### src/logic/usb_ctl_pkg.sv
package usb_ctl_pkg;

  // Decoded standard device request
  typedef enum logic [2:0] {
    REQ_NONE,
    REQ_GET_DEVICE,
    REQ_GET_CONFIG,
    REQ_GET_STRING,
    REQ_SET_ADDR,
    REQ_SET_CONF
  } req_kind_e;

  // Endpoint-0 control pipe states
  typedef enum logic [1:0] {
    ST_IDLE,
    ST_GET_DESC,
    ST_SET_ADDR,
    ST_SET_CONF
  } pipe_state_e;

  // bRequest codes
  localparam logic [7:0] BREQ_SET_ADDRESS = 8'd5;
  localparam logic [7:0] BREQ_GET_DESCRIPTOR = 8'd6;
  localparam logic [7:0] BREQ_SET_CONFIGURATION = 8'd9;

  // Descriptor types, carried in the wValue high byte
  localparam logic [7:0] DTYPE_DEVICE = 8'd1;
  localparam logic [7:0] DTYPE_CONFIG = 8'd2;
  localparam logic [7:0] DTYPE_STRING = 8'd3;

  localparam integer DEVICE_DESC_LEN = 18;
  localparam integer CONFIG_DESC_LEN = 18;

  // Configuration plus one interface, byte 0 in the low bits
  localparam logic [CONFIG_DESC_LEN*8-1:0] CONFIG_DESC = {
    // Interface descriptor, no endpoints and no class
    8'h00, 8'h00, 8'h00, 8'h00, 8'h00, 8'h00, 8'h00,
    8'h04,
    8'h09,
    // Configuration descriptor, self-powered at 100 mA
    8'h32, 8'hC0, 8'h00, 8'h01, 8'h01,
    16'h0012,
    8'h02,
    8'h09
  };

  // Total ROM bytes, the two string descriptors only with a product string
  function automatic integer rom_size(input integer product_len);
    return DEVICE_DESC_LEN + CONFIG_DESC_LEN + ((product_len > 0) ? 6 + 2 * product_len : 0);
  endfunction

  // Address width with room for one byte past the end
  function automatic integer rom_abits(input integer product_len);
    return $clog2(rom_size(product_len) + 1);
  endfunction

endpackage
### src/logic/usb_ctl_top.sv
`timescale 1ns/100ps

module usb_ctl_top #(
  parameter logic [15:0] VENDOR_ID = 16'hFACE,
  parameter logic [15:0] PRODUCT_ID = 16'h0BDE,
  parameter integer HIGH_SPEED = 1,
  parameter integer PRODUCT_LEN = 0,
  parameter PRODUCT = ""
) (
  input  logic       clock,
  input  logic       reset,

  input  logic       setup_valid_i,
  input  logic       setup_first_i,
  input  logic [7:0] setup_data_i,

  input  logic       select_i,
  output logic       error_o,

  output logic       configured_o,
  output logic [6:0] usb_addr_o,
  output logic [7:0] usb_conf_o,

  // Descriptor byte stream
  output logic       m_tvalid_o,
  input  logic       m_tready_i,
  output logic       m_tlast_o,
  output logic [7:0] m_tdata_o
);

  import usb_ctl_pkg::*;

  localparam integer ROM_ABITS = rom_abits(PRODUCT_LEN);

  logic        start;
  logic        stop;
  logic [7:0]  req_type;
  logic [7:0]  req_args;
  logic [15:0] req_value;
  logic [15:0] req_length;
  logic        load;
  req_kind_e   kind;
  logic [7:0]  str_index;
  logic        advance;
  logic        desc_end;

  // wIndex has no use in device requests
  setup_capture u_capture (
    .clock         (clock),
    .reset         (reset),
    .setup_valid_i (setup_valid_i),
    .setup_first_i (setup_first_i),
    .setup_data_i  (setup_data_i),
    .start_o       (start),
    .req_type_o    (req_type),
    .req_args_o    (req_args),
    .req_value_o   (req_value),
    .req_index_o   (),
    .req_length_o  (req_length)
  );

  ctl_pipe0 #(
    .ROM_ABITS (ROM_ABITS)
  ) u_pipe0 (
    .clock        (clock),
    .reset        (reset),
    .select_i     (select_i),
    .start_i      (start),
    .stop_i       (stop),
    .req_type_i   (req_type),
    .req_args_i   (req_args),
    .req_value_i  (req_value),
    .load_o       (load),
    .kind_o       (kind),
    .str_index_o  (str_index),
    .advance_o    (advance),
    .m_tvalid_o   (m_tvalid_o),
    .m_tready_i   (m_tready_i),
    .error_o      (error_o),
    .configured_o (configured_o),
    .usb_addr_o   (usb_addr_o),
    .usb_conf_o   (usb_conf_o)
  );

  desc_rom #(
    .VENDOR_ID   (VENDOR_ID),
    .PRODUCT_ID  (PRODUCT_ID),
    .HIGH_SPEED  (HIGH_SPEED),
    .PRODUCT_LEN (PRODUCT_LEN),
    .PRODUCT     (PRODUCT)
  ) u_rom (
    .clock       (clock),
    .load_i      (load),
    .kind_i      (kind),
    .str_index_i (str_index),
    .advance_i   (advance),
    .data_o      (m_tdata_o),
    .desc_end_o  (desc_end)
  );

  // Truncates each reply to wLength
  desc_length_limit u_limit (
    .clock        (clock),
    .reset        (reset),
    .start_i      (start),
    .req_length_i (req_length),
    .desc_end_i   (desc_end),
    .m_tvalid_i   (m_tvalid_o),
    .m_tready_i   (m_tready_i),
    .m_tlast_o    (m_tlast_o),
    .stop_o       (stop)
  );

endmodule

### src/logic/desc_length_limit.sv
`timescale 1ns/100ps

module desc_length_limit (
  input  logic        clock,
  input  logic        reset,

  input  logic        start_i,
  input  logic [15:0] req_length_i,

  input  logic        desc_end_i,
  input  logic        m_tvalid_i,
  input  logic        m_tready_i,

  output logic        m_tlast_o,
  output logic        stop_o
);

  logic [15:0] count_q;
  logic [15:0] final_index;
  logic        xfer;

  assign xfer = m_tvalid_i && m_tready_i;

  // Position of the last byte the host asked for
  assign final_index = req_length_i - 16'd1;

  // Bytes already moved in this reply
  always_ff @(posedge clock) begin
    if (reset || start_i) begin
      count_q <= 16'd0;
    end else if (xfer) begin
      count_q <= count_q + 16'd1;
    end
  end

  // Descriptor end or wLength, whichever comes first
  assign m_tlast_o = desc_end_i || (count_q == final_index);

  // Final byte accepted
  assign stop_o = m_tlast_o && xfer;

endmodule

### src/logic/ctl_pipe0.sv
`timescale 1ns/100ps

module ctl_pipe0 #(
  parameter integer ROM_ABITS = 6
) (
  input  logic                   clock,
  input  logic                   reset,

  input  logic                   select_i,
  input  logic                   start_i,
  input  logic                   stop_i,
  input  logic [7:0]             req_type_i,
  input  logic [7:0]             req_args_i,
  input  logic [15:0]            req_value_i,

  // Descriptor ROM control
  output logic                   load_o,
  output usb_ctl_pkg::req_kind_e kind_o,
  output logic [7:0]             str_index_o,
  output logic                   advance_o,

  output logic                   m_tvalid_o,
  input  logic                   m_tready_i,

  output logic                   error_o,
  output logic                   configured_o,
  output logic [6:0]             usb_addr_o,
  output logic [7:0]             usb_conf_o
);

  import usb_ctl_pkg::*;

  pipe_state_e state_q;
  req_kind_e kind;
  logic std_dev_req;
  logic dir_in;
  logic [ROM_ABITS-1:0] sent_q;

  // Standard type, device recipient
  assign std_dev_req = (req_type_i[6:5] == 2'b00) && (req_type_i[4:0] == 5'd0);
  assign dir_in = req_type_i[7];

  // Request decode
  always_comb begin
    kind = REQ_NONE;
    if (std_dev_req) begin
      if (req_args_i == BREQ_GET_DESCRIPTOR && dir_in) begin
        case (req_value_i[15:8])
          DTYPE_DEVICE: kind = REQ_GET_DEVICE;
          DTYPE_CONFIG: kind = REQ_GET_CONFIG;
          // Only the language table and the product string exist
          DTYPE_STRING: kind = (req_value_i[7:0] <= 8'd1) ? REQ_GET_STRING : REQ_NONE;
          default: kind = REQ_NONE;
        endcase
      end else if (req_args_i == BREQ_SET_ADDRESS && !dir_in) begin
        kind = REQ_SET_ADDR;
      end else if (req_args_i == BREQ_SET_CONFIGURATION && !dir_in) begin
        kind = REQ_SET_CONF;
      end
    end
  end

  // ROM load in the start cycle
  assign load_o = select_i && start_i && (state_q == ST_IDLE);
  assign kind_o = kind;
  assign str_index_o = req_value_i[7:0];

  assign m_tvalid_o = (state_q == ST_GET_DESC);
  assign advance_o = m_tvalid_o && m_tready_i;

  // Bytes sent in this reply, a runaway stops at the end of the address space
  always_ff @(posedge clock) begin
    if (reset || load_o) begin
      sent_q <= '0;
    end else if (advance_o) begin
      sent_q <= sent_q + 1'b1;
    end
  end

  always_ff @(posedge clock) begin
    if (reset) begin
      state_q <= ST_IDLE;
      error_o <= 1'b0;
      configured_o <= 1'b0;
      usb_addr_o <= 7'd0;
      usb_conf_o <= 8'd0;
    end else if (!select_i) begin
      // Deselect ends the transfer and clears the error
      state_q <= ST_IDLE;
      error_o <= 1'b0;
    end else begin
      case (state_q)
        ST_IDLE: begin
          if (start_i) begin
            error_o <= (kind == REQ_NONE);
            case (kind)
              REQ_GET_DEVICE, REQ_GET_CONFIG, REQ_GET_STRING: state_q <= ST_GET_DESC;
              REQ_SET_ADDR: begin
                // Address takes effect at once
                usb_addr_o <= req_value_i[6:0];
                state_q <= ST_SET_ADDR;
              end
              REQ_SET_CONF: begin
                usb_conf_o <= req_value_i[7:0];
                configured_o <= (req_value_i[7:0] != 8'd0);
                state_q <= ST_SET_CONF;
              end
              default: state_q <= ST_IDLE;
            endcase
          end
        end
        ST_GET_DESC: begin
          if (stop_i || (advance_o && (&sent_q))) begin
            state_q <= ST_IDLE;
          end
        end
        // SET states hold until deselect
        default: state_q <= state_q;
      endcase
    end
  end

endmodule

### src/logic/desc_rom.sv
`timescale 1ns/100ps

module desc_rom #(
  parameter logic [15:0] VENDOR_ID = 16'hFACE,
  parameter logic [15:0] PRODUCT_ID = 16'h0BDE,
  parameter integer HIGH_SPEED = 1,
  parameter integer PRODUCT_LEN = 0,
  parameter PRODUCT = ""
) (
  input  logic                  clock,
  input  logic                  load_i,
  input  usb_ctl_pkg::req_kind_e kind_i,
  input  logic [7:0]            str_index_i,
  input  logic                  advance_i,
  output logic [7:0]            data_o,
  output logic                  desc_end_o
);

  import usb_ctl_pkg::*;

  localparam integer ROM_SIZE = rom_size(PRODUCT_LEN);
  localparam integer ROM_ABITS = rom_abits(PRODUCT_LEN);
  localparam integer ROM_DEPTH = 1 << ROM_ABITS;

  // Descriptor start addresses
  localparam integer CONF_START = DEVICE_DESC_LEN;
  localparam integer LANG_START = CONF_START + CONFIG_DESC_LEN;
  localparam integer PROD_START = LANG_START + 4;

  localparam logic [15:0] BCD_USB = (HIGH_SPEED != 0) ? 16'h0200 : 16'h0110;
  localparam logic [7:0] I_PRODUCT = (PRODUCT_LEN > 0) ? 8'h01 : 8'h00;

  // Device descriptor, vendor class, 64-byte EP0, one configuration
  localparam logic [DEVICE_DESC_LEN*8-1:0] DEVICE_DESC = {
    8'h01, 8'h00, I_PRODUCT, 8'h00,
    16'h0000, PRODUCT_ID, VENDOR_ID,
    8'h40, 8'h00, 8'h00, 8'hFF,
    BCD_USB, 8'h01, 8'h12
  };

  // Language ID descriptor, US English
  localparam logic [31:0] LANG_DESC = {16'h0409, 8'h03, 8'h04};

  function automatic logic [7:0] rom_byte(input integer a);
    integer k;
    k = a - PROD_START;
    if (a < CONF_START) return DEVICE_DESC[8*a+:8];
    if (a < LANG_START) return CONFIG_DESC[8*(a-CONF_START)+:8];
    if (a < PROD_START) return LANG_DESC[8*(a-LANG_START)+:8];
    if (PRODUCT_LEN == 0 || a >= ROM_SIZE) return 8'h00;
    if (k == 0) return 8'(2 + 2 * PRODUCT_LEN);
    if (k == 1) return 8'h03;
    // UTF-16LE, high byte of each character is zero
    if (k[0]) return 8'h00;
    return PRODUCT[8*(PRODUCT_LEN-(k-2)/2)-1-:8];
  endfunction

  logic [7:0] rom [ROM_DEPTH];
  logic       rom_end [ROM_DEPTH];
  logic [ROM_ABITS-1:0] addr_q;

  // Contents fixed at elaboration, unused space reads as an end byte
  for (genvar i = 0; i < ROM_DEPTH; i++) begin : g_rom
    assign rom[i] = rom_byte(i);
    assign rom_end[i] = (i == CONF_START - 1) || (i == LANG_START - 1) ||
                        (PRODUCT_LEN > 0 && (i == PROD_START - 1)) || (i >= ROM_SIZE - 1);
  end

  // Read address, loaded per request and stepped per transfer
  always_ff @(posedge clock) begin
    if (load_i) begin
      case (kind_i)
        REQ_GET_CONFIG: addr_q <= ROM_ABITS'(CONF_START);
        REQ_GET_STRING: addr_q <= (str_index_i == 8'd0) ? ROM_ABITS'(LANG_START) :
                                                          ROM_ABITS'(PROD_START);
        default: addr_q <= '0;
      endcase
    end else if (advance_i) begin
      addr_q <= addr_q + 1'b1;
    end
  end

  assign data_o = rom[addr_q];
  assign desc_end_o = rom_end[addr_q];

endmodule

### src/logic/setup_capture.sv
`timescale 1ns/100ps

module setup_capture (
  input  logic        clock,
  input  logic        reset,

  // SETUP packet bytes, byte 0 flagged by setup_first_i
  input  logic        setup_valid_i,
  input  logic        setup_first_i,
  input  logic [7:0]  setup_data_i,

  output logic        start_o,
  output logic [7:0]  req_type_o,
  output logic [7:0]  req_args_o,
  output logic [15:0] req_value_o,
  output logic [15:0] req_index_o,
  output logic [15:0] req_length_o
);

  logic [2:0] count_q;
  logic [2:0] slot;

  // A first byte always lands in slot 0, whatever the count says
  assign slot = setup_first_i ? 3'd0 : count_q;

  // Byte counter and start pulse
  always_ff @(posedge clock) begin
    if (reset) begin
      count_q <= 3'd0;
      start_o <= 1'b0;
    end else begin
      start_o <= 1'b0;
      if (setup_valid_i) begin
        count_q <= slot + 3'd1;
        // Eighth byte completes the request
        start_o <= (slot == 3'd7);
      end
    end
  end

  // Field steering, 16-bit fields little-endian
  always_ff @(posedge clock) begin
    if (setup_valid_i) begin
      case (slot)
        3'd0: req_type_o <= setup_data_i;
        3'd1: req_args_o <= setup_data_i;
        3'd2: req_value_o[7:0] <= setup_data_i;
        3'd3: req_value_o[15:8] <= setup_data_i;
        3'd4: req_index_o[7:0] <= setup_data_i;
        3'd5: req_index_o[15:8] <= setup_data_i;
        3'd6: req_length_o[7:0] <= setup_data_i;
        default: req_length_o[15:8] <= setup_data_i;
      endcase
    end
  end

endmodule

### config.mk
export PLATFORM = sky130hd
export DESIGN_NAME = usb_ctl_top
export DESIGN_NICKNAME = d
export VERILOG_FILES = /design/src/logic/usb_ctl_pkg.sv /design/src/logic/usb_ctl_top.sv /design/src/logic/desc_length_limit.sv /design/src/logic/ctl_pipe0.sv /design/src/logic/desc_rom.sv /design/src/logic/setup_capture.sv
export SDC_FILE = /design/constraint.sdc
export NUM_CORES = 1
export LEC_CHECK = 0
export BUFFER_PORTS_ARGS = -buffer_cell sky130_fd_sc_hd__buf_4
export CORE_MARGIN = 4
export CORE_UTILIZATION = 30
export CTS_BUF_LIST = sky130_fd_sc_hd__clkbuf_16
export CTS_CLUSTER_SIZE = 16
export DETAILED_ROUTE_END_ITERATION = 7
export PLACE_DENSITY = 0.52
export SLEW_MARGIN = 25
export SYNTH_ARGS = -nofsm -noshare
export SYNTH_HDL_FRONTEND = slang
export SYNTH_SLANG_ARGS = --single-unit
export TNS_END_PERCENT = 20
### constraint.sdc
create_clock -name clock -period 3.5 [get_ports clock]
set_clock_uncertainty 0.05 [all_clocks]
set_input_delay 0.35 -clock clock [delete_from_list [all_inputs] [get_ports clock]]
set_output_delay 0.35 -clock clock [all_outputs]
set_load 0.02 [all_outputs]
Yosys cells after proc, flatten, opt, wreduce, memory -nomap -nowiden
Memories as Yosys holds them, arrays and structs flattened.
Index checks and enable logic that the tools add are counted.
- memory bits (read-only): 576
- flip-flop bits (word level): 99
- output and inout bits: 27
- memories: 2
- memory list (memory ; depth ; width ; rd ports ; clocked after memory_dff ; wr ports ; RTL line ; source):
    (no name shown) ; 64 ; 8 ; 1 ; 0 ; 0 ; desc_rom.sv:83 ; assign data_o = rom[addr_q];
    (no name shown) ; 64 ; 1 ; 1 ; 0 ; 0 ; desc_rom.sv:84 ; assign desc_end_o = rom_end[addr_q];
- reduce and logical (&&, ||, !) cells: 38
- equality and inequality tests: 22
- bitwise logic cells: 4
- add/sub/neg operators: 5
- magnitude comparators: 2
- mux-type cells: 19
- operators by type and width (operator ; number):
    $eq 3x3->1 const B ; 6
    $add 16x1->16 const B ; 1
    $eq 16x16->1 ; 1
    $eq 8x2->1 const B ; 2
    $eq 8x3->1 const B ; 2
    $mux 8 ; 2
    $sub 16x1->16 const B ; 1
    $mux 3 ; 5
    $reduce_and 2->1 ; 7
    $add 6x1->6 const B ; 2
    $eq 3x2->1 const B ; 4
    $mux 6 ; 2
    $pmux 6 s2 ; 1
    $logic_and 1x1->1 ; 9
    $pmux 3 s3 ; 1
    $eq 8x1->1 const B ; 1
    $eq 8x4->1 const B ; 1
    $le 8x1->1 const B ; 1
    $logic_not 8->1 ; 1
    $reduce_and 4->1 ; 2
    $reduce_bool 8->1 ; 1
    $ge 7x7->1 const B ; 1
    $not 6->7 ; 1
    $reduce_or 7->1 ; 1
    20 further kinds ; 34

Depth between registers and ports, before layout
- depth in word-level cells: 11
- mapped depth: 9

Cells and area by module
A second synthesis with hierarchy kept.
- cells, all modules: 511
- area total of the unflattened synthesis: 5669.2 µm²
- by module, submodules not included (module ; area an instance (µm²) ; seq. area each (µm²) ; cells each ; instances):
    setup_capture ; 2224.6 ; 2001.9 ; 98 ; 1
    ctl_pipe0 ; 1450.1 ; 500.5 ; 170 ; 1
    desc_length_limit ; 1255.0 ; 320.3 ; 159 ; 1
    desc_rom ; 739.5 ; 180.2 ; 84 ; 1

Worst setup path before layout
Ideal clock, no wire load.
- path kind: reg2out
- from: reg u_capture.req_length_o[0]
- to: out m_tlast_o
- buffers on the path: 1
- arrival time: 2.080 ns
- required time: 3.100 ns
- cell stages (with the launch flop): 10
- setup slack: 1.020 ns
- cell sequence: edfxtp_1 -> inv_1 -> ha_1 -> or3b_1 -> clkbuf_1 -> xnor2_1 -> and3_2 -> o22ai_1 -> nor4_1 -> a21o_1
- word-level cells in the longest chain between the ends: 3
- RTL lines (what ; RTL line ; source):
    start: declaration ; setup_capture.sv:17 ; output logic [15:0] req_length_o
    start signal: assignment ; setup_capture.sv:51 ; 3'd6: req_length_o[7:0] <= setup_data_i;
    $sub 16x1->16 ; desc_length_limit.sv:25 ; assign final_index = req_length_i - 16'd1;
    $eq 16x16->1 ; desc_length_limit.sv:37 ; assign m_tlast_o = desc_end_i || (count_q == final_index);
    $logic_or 1x1->1 ; desc_length_limit.sv:37 ;
    end: declaration ; usb_ctl_top.sv:27 ; output logic m_tlast_o,
No other way between the ends.

Worst setup path in the final report
Ends and elaborated chain as after synthesis.

==> impl_results.md <==
* Worst vdd ir at 316 uV
* Async set-reset flop share out of synthesis at 0%
* Overall Power at ~2.4 mW
* Commonest non-fill, non-tap cell in the layout: nor2_1
* Drt initial violations at slightly below 200
* Maximum root-to-sink buffer count at 2
* Startpoint types: flop
* Internal cell power at between 1.5 and 2 mW
* Drt pass-1 iters at 4
* Largest family of logic cells by synthesized area: simple AND/OR/NAND/NOR gates
* Worst EP arrival at between 2 and 3 ns
* Final worst slack at approximately 0.26 ns
* Worst path max stage delay at ~0.5 ns
* TNS Setup at 0 ns
* Worst-Margin Slew at 0.736 ns
* Placed Area at approximately 5400 um2
* Area of the core at between 15000 and 20000 um2
* Static leakage power at 2.02 nW
* NetSw at ~0.52 mW
* Switching part of the total power at roughly 22%
* Sequential share of power at roughly 53%
* Layout Cells excl Fill at approximately 720
* Initial antenna violation count at 0
* I/O pin count at 41
* DR vias at between 3000 and 4000
* Via/cell ratio at 4.77
* Number of synthesized flops with an enable pin at 54
* Main synth FF type: edfxtp_1
* Yosys top cell by area: edfxtp_1
* Final ANT Viol Nets at 0
* GRT Resource Usage Total at approximately 12%
* Starting Density at between 30% and 40%
* Status: finished clean
* Mean post-synth cell area at about 11 um2
* Worst hold path class: input pin to flop
* Slew headroom at between 50% and 60%
* CP endpoint kind: output pin
* Combinational power share at under 10%
* Compound-Gate Fraction of Synth Area at just over 8%
* Final HPWL DP at 7970 um
* Crit path kind: flop to output pin
* Min-delay src: setup_data_i[0]
* Most frequent cells in the layout: nor2_1, edfxtp_1, dfxtp_1
* Layout area overhead at 17.2%
* Mapped Area at about 5000 um2
* Post CTS Setup Buffer Count at 0
* Gr ovfl total at 0
* Synth Warn # at 0
* Height of the die at approximately 140 um
* Period utilization at 92.4%
* Seq/Total Area, Yosys at between 50 and 60%
* Layout cells sized above 1 at 15.0%
* Critical-path maximum fanout at 7
* FMAX at 309 MHz
* Synthesized flop and latch total at 99
* Synth cell types at 60
* Post-Synth XOR/XNOR Area at under 10%
* Data required, critical path at roughly 3.1 ns
* Fin nets at roughly 530
* PortBufs at 40
* Num rows at 46
* Inserted Clock Buffers at 9
* Critical R2R Launch: u_capture.req_value_o[4]
* Largest net degree at the start of global routing at 24
* Max Slew Vio Count at 0
* CTS H-Tree Depth at 3
* Clock Sinks at 99
* Post-CTS Resized at 0
* Min Clock Period, post-route at approximately 3.2 ns
* DRC violations left at 0
* Die Span X at ~140 um
* Antenna diodes at 0
* Power Dens Cells at about 410 nW/um2
* Post-synthesis mux area share at slightly below 4%
* CTS root buffer: clkbuf_16
* Final hold violations at 0
* Syn_nets at 494
* Post-Place Worst Slack at 0.689 ns
* Drt wl/cell at roughly 14 um
* RSZ-0062 raised after global routing: no
* Synth top area share at roughly a third
* Worst-path cell chain: inv_1 -> ha_1 -> or3b_1 -> xnor2_1 -> and3_2 -> o22ai_1 -> nor4_1 -> a21o_1 -> buf_4
* Gate Count Post-Synth at 465
* Vias in the first global route at roughly 3300
* Origin of the worst setup path: u_capture.req_length_o[0]
* Final Cell Area at between 5000 and 6000 um2
* CP max-delay cell: or3b_1
* First-pass GRT wire length at between 15000 and 20000 um
* Placed cell count at 707
* Clock share of power at between 40% and 50%
* Final Setup Violations at 0
* CTS tree: built
* Routed WL at 10400 um
* Post-CTS Hold Fix Bufs at 0
* Leading post-synthesis cells by cell area: edfxtp_1, dfxtp_1, nor2_1, xor2_1, ha_1
* Fraction of the mapped netlist area in simple logic gates at 22.1%
* Synth Area in Adders at ~3.8%
* Die area at between 15000 and 20000 um2
* Reg clk slew, reported paths at 0.07 ns
* Maxcap violations at 0
* GPL Wtd Cong at 0.882
* Worst-Skew Late Latency at 0.35 ns
-- sequential cells by signal, indices dropped and copies added, names as in the netlist --
name	count
u_capture.req_length_o	16
u_capture.req_value_o	16
u_pipe0.configured_o	1
u_capture.count_q	3
u_limit.count_q	16
u_capture.req_type_o	8
u_pipe0.sent_q	6
u_pipe0.usb_addr_o	7
u_capture.req_args_o	8
u_capture.start_o	1
u_pipe0.error_o	1
u_rom.addr_q	6
u_pipe0.usb_conf_o	8
u_pipe0.state_q	2
-- cells by family after synthesis --
| group | Yosys count |
|---|---|
| muxes | 18 |
| and+or+nand+nor | 201 |
| buffers and inverters | 31 |
| adders and majority gates | 15 |
| DFF | 99 |
| xor gates and xnor gates | 43 |
| AOI/OAI and AO/OA | 58 |
-- metal layers --
layer  vias up  GRT usage (%)  routed length, um
met4         0           3.58                185
li1       1743              -                  -
met2        55           18.1               4740
met5         -              0                  0
met1      1637           15.6               5110
met3        17           3.45                352
-- power groups by stage --
stage                     logic, mW  clock network [mW]  registers (mW)
after detailed placement     0.0545                   0            1.27
after global routing         0.0592                1.14            1.24
after CTS                    0.0545                1.09            1.24
after global placement       0.0538                   0            1.27
final                        0.0526                1.06            1.24
after floorplan              0.0239                   0            1.27
-- layout make-up --
| class | count | area [um2] |
|---|---|---|
| fill | 1605 | 10200 |
| inverter | 15 | 56.3 |
| sequential | 99 | 2520 |
| timing repair buffer | 42 | 315 |
| multi-input combinational | 335 | 2240 |
| clock buffer | 9 | 225 |
| clock inverter | 7 | 100 |
| tap | 216 | 270 |
-- worst max-delay path: cells and delay by family, from the launching register on --
kind	cells	cell delay, ns
AND/OR/NAND/NOR	3	1.05
buffers and inverters	2	0.23
AO/OA/AOI/OAI	2	0.27
XOR/XNOR	1	0.29
adder cells (fa/ha/maj)	1	0.18
flip-flops	1	0.46
-- per-stage QoR --
step,utilization (%),hold slack (ns)
after floorplan,-,0.399
after global placement,33.9,0.419
after detailed placement,33.9,0.425
after CTS,35.9,0.177
after global routing,35.9,0.176
final,35.9,0.193
-- cells in the mapped netlist, types with 13 or more instances --
| cell | instances |
|---|---|
| nand3_1 | 15 |
| nor2_1 | 61 |
| nand2_1 | 37 |
| a21oi_1 | 15 |
| mux2i_1 | 17 |
| clkbuf_1 | 13 |
| xnor2_1 | 19 |
| inv_1 | 15 |
| ha_1 | 15 |
| dfxtp_1 | 45 |
| xor2_1 | 24 |
| edfxtp_1 | 54 |
-- path summary, 6_finish.rpt --
| path | cells after the start | slack [ns] | to |
|---|---|---|---|
| setup / recovery | 9 | 0.26 | m_tlast_o |
| setup reg to reg | 6 | 0.99 | u_pipe0.state_q[0] |
| hold reg to reg | 2 | 0.43 | u_capture.count_q[2] |
| hold / removal | 1 | 0.19 | u_capture.req_length_o[0] |
Power figures use the tool's default switching activity.
